File: config.mk
export PLATFORM = sky130hd
export DESIGN_NAME = vertex_cu_control
export DESIGN_NICKNAME = d
export VERILOG_FILES = /design/src/hdl/cu_traffic_pkg.sv /design/src/hdl/cu_progress_pkg.sv /design/src/hdl/read_command_arbiter.sv /design/src/hdl/burst_command_buffer.sv /design/src/hdl/response_router.sv /design/src/hdl/job_counter_reduce.sv /design/src/hdl/vertex_cu_control.sv
export VERILOG_INCLUDE_DIRS = /design/src /design/src/hdl
export SDC_FILE = /design/constraint.sdc
export NUM_CORES = 2
export LEC_CHECK = 0
export BUFFER_PORTS_ARGS = -buffer_cell sky130_fd_sc_hd__clkbuf_2
export CORE_MARGIN = 2
export CORE_UTILIZATION = 30
export CTS_CLUSTER_SIZE = 28
export DETAILED_ROUTE_END_ITERATION = 7
export MAX_ROUTING_LAYER = met4
export SETUP_SLACK_MARGIN = 0.3
export SYNTH_ARGS = -nofsm -noshare
export SYNTH_HDL_FRONTEND = slang
export SYNTH_SLANG_ARGS = --single-unit
export TNS_END_PERCENT = 1
File: constraint.sdc
create_clock -name clock -period 3.9 [get_ports clock]
set_clock_uncertainty 0.1 [all_clocks]
set_input_delay 0.195 -clock clock [delete_from_list [all_inputs] [get_ports clock]]
set_output_delay 0.195 -clock clock [all_outputs]
set_load 0.01 [all_outputs]
File: src/hdl/vertex_cu_control_settings.svh
`ifndef VERTEX_CU_CONTROL_SETTINGS_SVH
`define VERTEX_CU_CONTROL_SETTINGS_SVH

// Compute unit count and index width
`define NUM_VERTEX_CU 4
`define CU_ID_BITS 2

// Read command and response fields
`define ADDRESS_BITS 32
`define TAG_BITS 8
`define DATA_BITS 32

// Burst buffer sizing
`define READ_CMD_BUFFER_DEPTH 16
`define ALMOST_FULL_MARGIN 2

// Progress counters
`define VERTEX_COUNT_BITS 32
`define EDGE_COUNT_BITS 32

`endif

File: src/hdl/cu_traffic_pkg.sv
`include "vertex_cu_control_settings.svh"

package cu_traffic_pkg;

	// Index of one vertex compute unit
	typedef logic [`CU_ID_BITS-1:0] cu_id_t;

	// Tag carried by a command and returned with its response
	typedef struct packed {
		cu_id_t                 cu_id;
		logic [`TAG_BITS-1:0]   sequence_tag;
	} command_tag_t;

	// One read command, 43 bits with the default widths
	typedef struct packed {
		logic                       valid;
		logic [`ADDRESS_BITS-1:0]   address;
		command_tag_t               tag;
	} read_command_t;

	// Read response from memory
	typedef struct packed {
		logic                   valid;
		command_tag_t           tag;
		logic [`DATA_BITS-1:0]  data;
	} read_response_t;

endpackage

File: src/hdl/cu_progress_pkg.sv
`include "vertex_cu_control_settings.svh"

package cu_progress_pkg;

	// Fill state of a command buffer
	typedef struct packed {
		logic valid;
		logic empty;
		logic full;
		logic alfull;
	} buffer_status_t;

	typedef logic [`VERTEX_COUNT_BITS-1:0] vertex_count_t;
	typedef logic [`EDGE_COUNT_BITS-1:0] edge_count_t;

endpackage

File: src/hdl/read_command_arbiter.sv
`timescale 1ns/1ps

`include "vertex_cu_control_settings.svh"

module read_command_arbiter (
	input  logic                          clock,
	input  logic                          rstn,
	input  logic                          enabled,
	input  cu_traffic_pkg::read_command_t commands_in [0:`NUM_VERTEX_CU-1],
	input  logic [`NUM_VERTEX_CU-1:0]     requests,
	input  logic                          buffer_alfull,
	output cu_traffic_pkg::read_command_t command_out,
	output logic [`NUM_VERTEX_CU-1:0]     ready
);

	import cu_traffic_pkg::*;

	localparam int NUM_CU = `NUM_VERTEX_CU;

	cu_id_t        pointer;
	cu_id_t        candidate;
	cu_id_t        grant_index;
	logic          grant_found;
	logic          command_valid;
	read_command_t command_held;

	// First requester at or after the pointer
	always_comb begin
		grant_found = 1'b0;
		grant_index = pointer;
		candidate   = pointer;
		for (int offset = 0; offset < NUM_CU; offset++) begin
			candidate = cu_id_t'((int'(pointer) + offset) % NUM_CU);
			if (!grant_found && requests[candidate]) begin
				grant_found = 1'b1;
				grant_index = candidate;
			end
		end
	end

	always_ff @(posedge clock or negedge rstn) begin
		if (!rstn) begin
			pointer       <= '0;
			command_valid <= 1'b0;
			ready         <= '0;
		end else begin
			command_valid <= enabled && grant_found;
			ready         <= {NUM_CU{enabled && !buffer_alfull}};
			// Next round starts just past the winner
			if (enabled && grant_found) begin
				pointer <= (int'(grant_index) == NUM_CU - 1) ? '0 : cu_id_t'(grant_index + 1'b1);
			end
		end
	end

	always_ff @(posedge clock) begin
		if (grant_found) begin
			command_held <= commands_in[grant_index];
		end
	end

	always_comb begin
		command_out       = command_held;
		command_out.valid = command_valid;
	end

endmodule

File: src/hdl/burst_command_buffer.sv
`timescale 1ns/1ps

`include "vertex_cu_control_settings.svh"

module burst_command_buffer (
	input  logic                           clock,
	input  logic                           rstn,
	input  logic                           enabled,
	input  cu_traffic_pkg::read_command_t  push_command,
	input  logic                           bus_grant,
	input  cu_progress_pkg::buffer_status_t host_status,
	output cu_traffic_pkg::read_command_t  command_out,
	output logic                           bus_request,
	output cu_progress_pkg::buffer_status_t buffer_status
);

	import cu_traffic_pkg::*;

	localparam int DEPTH     = `READ_CMD_BUFFER_DEPTH;
	localparam int PTR_BITS  = $clog2(DEPTH);
	localparam int ALFULL_AT = DEPTH - `ALMOST_FULL_MARGIN;

	read_command_t       storage [0:DEPTH-1];
	logic [PTR_BITS-1:0] write_ptr;
	logic [PTR_BITS-1:0] read_ptr;
	logic [PTR_BITS:0]   count;
	logic                grant_q;
	logic                push;
	logic                pop;
	logic                out_valid;
	read_command_t       out_held;

	assign buffer_status.empty  = (count == '0);
	assign buffer_status.full   = (count == (PTR_BITS+1)'(DEPTH));
	assign buffer_status.alfull = (count >= (PTR_BITS+1)'(ALFULL_AT));
	assign buffer_status.valid  = !buffer_status.empty;

	assign push = push_command.valid && !buffer_status.full;
	// Pop only on a registered grant while the host still has room
	assign pop  = grant_q && !host_status.alfull && !buffer_status.empty;

	////////////////////////////////////////////////////////////////////////////
	// Circular FIFO pointers and fill level
	////////////////////////////////////////////////////////////////////////////

	always_ff @(posedge clock or negedge rstn) begin
		if (!rstn) begin
			write_ptr <= '0;
			read_ptr  <= '0;
			count     <= '0;
		end else begin
			if (push) begin
				write_ptr <= (int'(write_ptr) == DEPTH - 1) ? '0 : write_ptr + 1'b1;
			end
			if (pop) begin
				read_ptr <= (int'(read_ptr) == DEPTH - 1) ? '0 : read_ptr + 1'b1;
			end
			count <= count + (PTR_BITS+1)'(push) - (PTR_BITS+1)'(pop);
		end
	end

	always_ff @(posedge clock) begin
		if (push) begin
			storage[write_ptr] <= push_command;
		end
		if (pop) begin
			out_held <= storage[read_ptr];
		end
	end

	////////////////////////////////////////////////////////////////////////////
	// Bus request and grant
	////////////////////////////////////////////////////////////////////////////

	always_ff @(posedge clock or negedge rstn) begin
		if (!rstn) begin
			grant_q     <= 1'b0;
			bus_request <= 1'b0;
			out_valid   <= 1'b0;
		end else begin
			grant_q     <= enabled && bus_grant;
			bus_request <= enabled && !buffer_status.empty && !host_status.alfull;
			out_valid   <= pop;
		end
	end

	always_comb begin
		command_out       = out_held;
		command_out.valid = out_valid;
	end

endmodule

File: src/hdl/response_router.sv
`timescale 1ns/1ps

`include "vertex_cu_control_settings.svh"

module response_router (
	input  logic                           clock,
	input  logic                           rstn,
	input  cu_traffic_pkg::read_response_t response_in,
	output cu_traffic_pkg::read_response_t response_cu_out [0:`NUM_VERTEX_CU-1]
);

	import cu_traffic_pkg::*;

	localparam int NUM_CU = `NUM_VERTEX_CU;

	logic                response_valid_q;
	read_response_t      response_q;
	logic [NUM_CU-1:0]   cu_valid;
	read_response_t      routed;

	// Input stage
	always_ff @(posedge clock or negedge rstn) begin
		if (!rstn) begin
			response_valid_q <= 1'b0;
		end else begin
			response_valid_q <= response_in.valid;
		end
	end

	// Payload is shared, only the valid is decoded per CU
	always_ff @(posedge clock) begin
		response_q <= response_in;
		routed     <= response_q;
	end

	for (genvar i = 0; i < NUM_CU; i++) begin : gen_route
		always_ff @(posedge clock or negedge rstn) begin
			if (!rstn) begin
				cu_valid[i] <= 1'b0;
			end else begin
				cu_valid[i] <= response_valid_q && (response_q.tag.cu_id == cu_id_t'(i));
			end
		end

		always_comb begin
			response_cu_out[i]       = routed;
			response_cu_out[i].valid = cu_valid[i];
		end
	end

endmodule

File: src/hdl/job_counter_reduce.sv
`timescale 1ns/1ps

`include "vertex_cu_control_settings.svh"

module job_counter_reduce (
	input  logic                          clock,
	input  logic                          rstn,
	input  logic                          enabled,
	input  cu_progress_pkg::vertex_count_t vertex_counts_in [0:`NUM_VERTEX_CU-1],
	input  cu_progress_pkg::edge_count_t   edge_counts_in [0:`NUM_VERTEX_CU-1],
	output cu_progress_pkg::vertex_count_t vertex_total_out,
	output cu_progress_pkg::edge_count_t   edge_total_out
);

	import cu_progress_pkg::*;

	localparam int NUM_CU = `NUM_VERTEX_CU;

	vertex_count_t vertex_q [0:NUM_CU-1];
	edge_count_t   edge_q [0:NUM_CU-1];
	vertex_count_t vertex_sum;
	edge_count_t   edge_sum;

	// Sums wrap at the counter width
	always_comb begin
		vertex_sum = '0;
		edge_sum   = '0;
		for (int i = 0; i < NUM_CU; i++) begin
			vertex_sum = vertex_sum + vertex_q[i];
			edge_sum   = edge_sum + edge_q[i];
		end
	end

	always_ff @(posedge clock or negedge rstn) begin
		if (!rstn) begin
			for (int i = 0; i < NUM_CU; i++) begin
				vertex_q[i] <= '0;
				edge_q[i]   <= '0;
			end
			vertex_total_out <= '0;
			edge_total_out   <= '0;
		end else if (enabled) begin
			vertex_q         <= vertex_counts_in;
			edge_q           <= edge_counts_in;
			vertex_total_out <= vertex_sum;
			edge_total_out   <= edge_sum;
		end
	end

endmodule

File: src/hdl/vertex_cu_control.sv
`timescale 1ns/1ps

`include "vertex_cu_control_settings.svh"

module vertex_cu_control (
	input  logic                            clock,
	input  logic                            rstn,
	input  logic                            enabled_in,
	input  cu_traffic_pkg::read_command_t   read_command_cu_in [0:`NUM_VERTEX_CU-1],
	input  logic [`NUM_VERTEX_CU-1:0]       request_read_command_cu_in,
	output logic [`NUM_VERTEX_CU-1:0]       ready_read_command_cu_out,
	input  logic                            read_command_bus_grant,
	output logic                            read_command_bus_request,
	output cu_traffic_pkg::read_command_t   read_command_out,
	input  cu_progress_pkg::buffer_status_t host_read_buffer_status,
	input  cu_traffic_pkg::read_response_t  read_response_in,
	output cu_traffic_pkg::read_response_t  read_response_cu_out [0:`NUM_VERTEX_CU-1],
	input  cu_progress_pkg::vertex_count_t  vertex_count_cu_in [0:`NUM_VERTEX_CU-1],
	input  cu_progress_pkg::edge_count_t    edge_count_cu_in [0:`NUM_VERTEX_CU-1],
	output cu_progress_pkg::vertex_count_t  vertex_count_done_out,
	output cu_progress_pkg::edge_count_t    edge_count_done_out
);

	import cu_traffic_pkg::*;
	import cu_progress_pkg::*;

	logic           enabled;
	read_command_t  arbiter_command;
	buffer_status_t burst_status;

	always_ff @(posedge clock or negedge rstn) begin
		if (!rstn) begin
			enabled <= 1'b0;
		end else begin
			enabled <= enabled_in;
		end
	end

	////////////////////////////////////////////////////////////////////////////
	// Read command path
	////////////////////////////////////////////////////////////////////////////

	read_command_arbiter i_read_command_arbiter (
		.clock        (clock),
		.rstn         (rstn),
		.enabled      (enabled),
		.commands_in  (read_command_cu_in),
		.requests     (request_read_command_cu_in),
		.buffer_alfull(burst_status.alfull),
		.command_out  (arbiter_command),
		.ready        (ready_read_command_cu_out)
	);

	burst_command_buffer i_burst_command_buffer (
		.clock        (clock),
		.rstn         (rstn),
		.enabled      (enabled),
		.push_command (arbiter_command),
		.bus_grant    (read_command_bus_grant),
		.host_status  (host_read_buffer_status),
		.command_out  (read_command_out),
		.bus_request  (read_command_bus_request),
		.buffer_status(burst_status)
	);

	////////////////////////////////////////////////////////////////////////////
	// Responses and progress
	////////////////////////////////////////////////////////////////////////////

	response_router i_response_router (
		.clock          (clock),
		.rstn           (rstn),
		.response_in    (read_response_in),
		.response_cu_out(read_response_cu_out)
	);

	job_counter_reduce i_job_counter_reduce (
		.clock           (clock),
		.rstn            (rstn),
		.enabled         (enabled),
		.vertex_counts_in(vertex_count_cu_in),
		.edge_counts_in  (edge_count_cu_in),
		.vertex_total_out(vertex_count_done_out),
		.edge_total_out  (edge_count_done_out)
	);

endmodule

==> reports/qor.csv <==
stage,metric,value,unit
status,outcome,"complete, no violations",
timing,Slew headroom,42.47,%
power,combinational share of power,31.8,%
placement,placed cell count,6397,
synth,"EDFF count, synth",756,
synth,asr flop ratio synth,29.17,%
timing,Fmax,256.6,MHz
global_route,pin count of the biggest net entering global routing,168,
synth,syn nets,4297,
detailed_routing,DRC,0,
power,part of the power in registers,39.4,%
clock_network,H-tree levels,4,
detailed_routing,routed len/inst,19.67,µm
placement,RD Place Congestion,0.8496,
timing,Final min period,3897,ps
final_layout,layout cells sized above 1,27.77,%
detailed_routing,initial DRC count,2124,
global_route,global route total overflow,0,
placement,Post-DP HPWL,88.42,mm
placement,placed cell areas,0.05749,mm²
synth,"FF+latch count, synth",1186,
timing,Finish-stage setup viols,0,
critical_path,CP arrival,4450,ps
power,leakage,0.02742,µW
floorplanning,FP Rows,152,
min_path,Hold Crit Class,input port to flop,
critical_path,FF-to-FF path depth,13,
clock_network,Num Clock Sinks,1186,
synth,post-synthesis cell area,0.05156,mm²
power,clock share of power,28.7,%
floorplanning,# IOs,767,
synth,Netlist cell types,74,
synth,ys flop type,edfxtp_1,
timing,RSZ-0062 raised after global routing,yes,
synth,share of the yosys chip area belonging to registers,64.09,%
power,Pwr Density,667.4,mW/mm²
detailed_routing,Vias per Instance,4.646,
power,Sw Ratio,33.35,%
clock_network,Inserted Clock Buffers,135,
floorplanning,Die H,418.6,µm
clock_network,CTS Buffer Depth,3,
global_route,antenna violations before repair,12,
final_layout,Final Instance Count excl. Fillers,7132,
global_route,GRT Util Overall,16.41,%
synth,syn avg cell area,14.27,µm²
critical_path,RR Startpoint,i_job_counter_reduce.edge_q[1]$_DFFE_PN0P_,
detailed_routing,antenna-violating nets left,0,
placement,Port Buffers,759,
detailed_routing,1st-pass router iterations,7,
final_layout,final net count,5462,
clock_network,clk slew on worst S/H paths,60,ps
timing,Fin. Hold Viols,0,
critical_path,CP required,4450,ps
final_layout,# fillers,15858,
timing,"Slew Viols, Final",0,
critical_path,origin of the worst setup path,i_job_counter_reduce.edge_q[1]$_DFFE_PN0P_,
clock_network,Root Buffer,clkbuf_16,
critical_path,Crit Path Category,flop to flop,
global_route,first-pass GRT wire length,211.6,mm
critical_path,startpoint types,flop,
floorplanning,DIE AREA,0.1752,mm²
floorplanning,CORE AREA,0.1712,mm²
run,max_cap viols,0,
power,Psw,14900,µW
clock_network,TritonCTS clock tree,built,
critical_path,Critical Path Sink Type,flop,
synth,synthesized instance count,3613,
detailed_routing,final WL,140.3,mm
final_layout,"Core Util, Final",39.10,%
clock_network,worst skew pair latency,780,ps
timing,final period utilization,99.91,%
detailed_routing,Vias,33134,
timing,worst slew pin tran,863.0,ps
final_layout,Area growth syn-to-layout,29.80,%
critical_path,"setup slack, reg-to-reg",3,ps
floorplanning,Die Span X,418.6,µm
synth,Yosys warning count,0,
critical_path,crit path capture,i_job_counter_reduce.edge_total_out[13]$_DFFE_PN0P_,
power,Int Pwr,29770,µW
power,Worst VDD drop,0.4187,mV
global_route,vias in the first global route,34987,
floorplanning,Initial Utilization,30.12,%
final_layout,Finished Cell Area,0.06692,mm²
critical_path,worst-path maximum fanout,3,
critical_path,worst reg2reg path endpoint,i_job_counter_reduce.edge_total_out[13]$_DFFE_PN0P_,
[power by group through the flow]
stage,registers [µW],clock network (µW),logic [µW]
after global placement,17800,0,13500
after detailed placement,17900,0,13600
after global routing,17900,13700,15700
after floorplan,17500,0,8900
after CTS,17700,13200,14400
final,17600,12800,14200
[metal layers]
layer | track usage, % | share of wire [%]
met1 | 19.20 | 40
met5 | - | 0
met4 | 6.829 | 3.9
met3 | 3.523 | 5.7
met2 | 27.34 | 51
[critical path: stages (launching register included)]
cell,delay [ps]
dfrtp_1,400
fa_1,570
fa_1,430
ha_2,200
fa_2,380
a211oi_2,250
o31ai_2,120
a221o_1,420
buf_4,180
buf_4,130
nand2_1,100
nand2_1,70
xor2_1,150
mux2_2,260
[state kept, by name, indices dropped and copies added, names as in the netlist, 2 cells and up]
register                               flops
i_burst_command_buffer.command_out        42
i_burst_command_buffer.count               5
i_burst_command_buffer.read_ptr            4
i_burst_command_buffer.storage           672
i_burst_command_buffer.write_ptr           4
i_job_counter_reduce.edge_q              128
i_job_counter_reduce.edge_total_out       32
i_job_counter_reduce.vertex_q            128
i_job_counter_reduce.vertex_total_out     32
i_read_command_arbiter.command_out        42
i_read_command_arbiter.pointer             2
i_response_router.response_cu_out         46
i_response_router.response_q              42
[placed cells by master, fill, tap and decap left out, drive strengths merged, types with 6 or more instances in the layout]
cell	synthesis	layout
clkbuf	131	945
edfxtp	756	756
dlygate4sd3	0	475
inv	370	375
dfrtp	346	346
o21ai	345	345
nand2	314	314
mux2i	128	128
mux4	126	126
mux2	125	125
fa	125	125
a21oi	109	109
buf	162	88
dfxtp	84	84
ha	76	76
a21o	46	46
a22oi	43	43
a221oi	42	42
xnor2	42	42
clkinv	0	39
nor2	36	36
and2	23	23
xor2	21	21
nand4	17	17
diode	0	13
nand3	13	13
nor3	12	12
and3	10	10
a31oi	9	9
o21bai	8	8
clkinvlp	0	7
bufinv	0	7
o21a	7	7
o31ai	7	7
a211oi	6	6
[cell families (layout without fill, tap and decap cells)]
logic type | Yosys count | after routing | synth area share, %
DFF | 1186 | 1186 | 64.09
AOI/OAI and AO/OA | 663 | 663 | 7.717
buffers and inverters | 663 | 1936 | 5.841
and+or+nand+nor | 458 | 458 | 3.861
muxes | 379 | 379 | 10.73
adders and majority gates | 201 | 201 | 6.698
xor gates and xnor gates | 63 | 63 | 1.070
other | 0 | 13 | 0
[Yosys cell counts, types with 7 or more instances]
library cell / count / area share [%]
nand3_1: 13 / 0.13
a31oi_1: 9 / 0.11
dfxtp_1: 84 / 3.3
inv_1: 370 / 2.7
a22oi_1: 43 / 0.63
nand4_1: 17 / 0.21
dfrtp_1: 346 / 17
xnor2_1: 42 / 0.71
a21oi_1: 109 / 1.1
nor3_1: 12 / 0.12
mux2i_1: 128 / 2.5
o21ai_0: 342 / 3.3
buf_1: 14 / 0.10
and3_1: 10 / 0.12
and2_1: 23 / 0.28
edfxtp_1: 756 / 44
buf_4: 130 / 1.9
nand2_1: 314 / 2.3
fa_1: 125 / 4.9
o21bai_1: 8 / 0.12
buf_2: 16 / 0.16
a21o_1: 46 / 0.67
mux4_2: 126 / 5.5
mux2_2: 124 / 2.7
xor2_1: 21 / 0.36
nor2_1: 36 / 0.26
a221oi_1: 42 / 0.71
clkbuf_1: 131 / 0.95
o21a_1: 7 / 0.10
ha_1: 76 / 1.8
[per-stage QoR]
stage,TNS [ps],power [µW],hold slack [ps],setup WS [ps]
after global placement,0,31310,158.7,24.13
final,0,44670,72.06,3.435
after global routing,-1179,47280,47.66,-200.8
after floorplan,0,26390,-200.6,248.8
after detailed placement,0,31520,167.3,6.689
after CTS,0,45180,0.6689,27.57
[worst min-delay path by stage]
stage,start,to,slack [ps],cells after the start
6_report,vertex_count_cu_in[20],i_job_counter_reduce.vertex_q[20]$_DFFE_PN0P_,70,4
3_3_place_gp,rstn,i_job_counter_reduce.vertex_total_out[0]$_DFFE_PN0P_,160,1
2_1_floorplan,rstn,enabled$_DFF_PN0_,-200,0
4_1_cts,edge_count_cu_in[52],i_job_counter_reduce.edge_q[52]$_DFFE_PN0P_,0.7,4
5_1_grt,vertex_count_cu_in[120],i_job_counter_reduce.vertex_q[120]$_DFFE_PN0P_,50,4
3_5_place_dp,rstn,i_job_counter_reduce.vertex_total_out[0]$_DFFE_PN0P_,170,1
[cell type report]
class / instances / area (µm²) / area share (%)
flip-flops and latches: 1186 / 33050 / 49.39
clock buffers: 187 / 3777 / 5.644
well taps: 2233 / 2794 / 4.175
clock inverters: 58 / 792.0 / 1.183
multi-input cells: 1764 / 15620 / 23.35
inverters: 370 / 1389 / 2.075
repair buffers: 1321 / 9462 / 14.14
diodes: 13 / 32.53 / 0.04861
[timing repair]
action,4_1_cts,5_1_grt
hold endpoints to repair,694,0
setup endpoints to repair,32,41
hold buffers,476,0
buffers inserted,1,0
pin swaps,3,7
resized for setup,5,14
cloned,0,0
No activity file was read; power rests on OpenSTA's default activity.
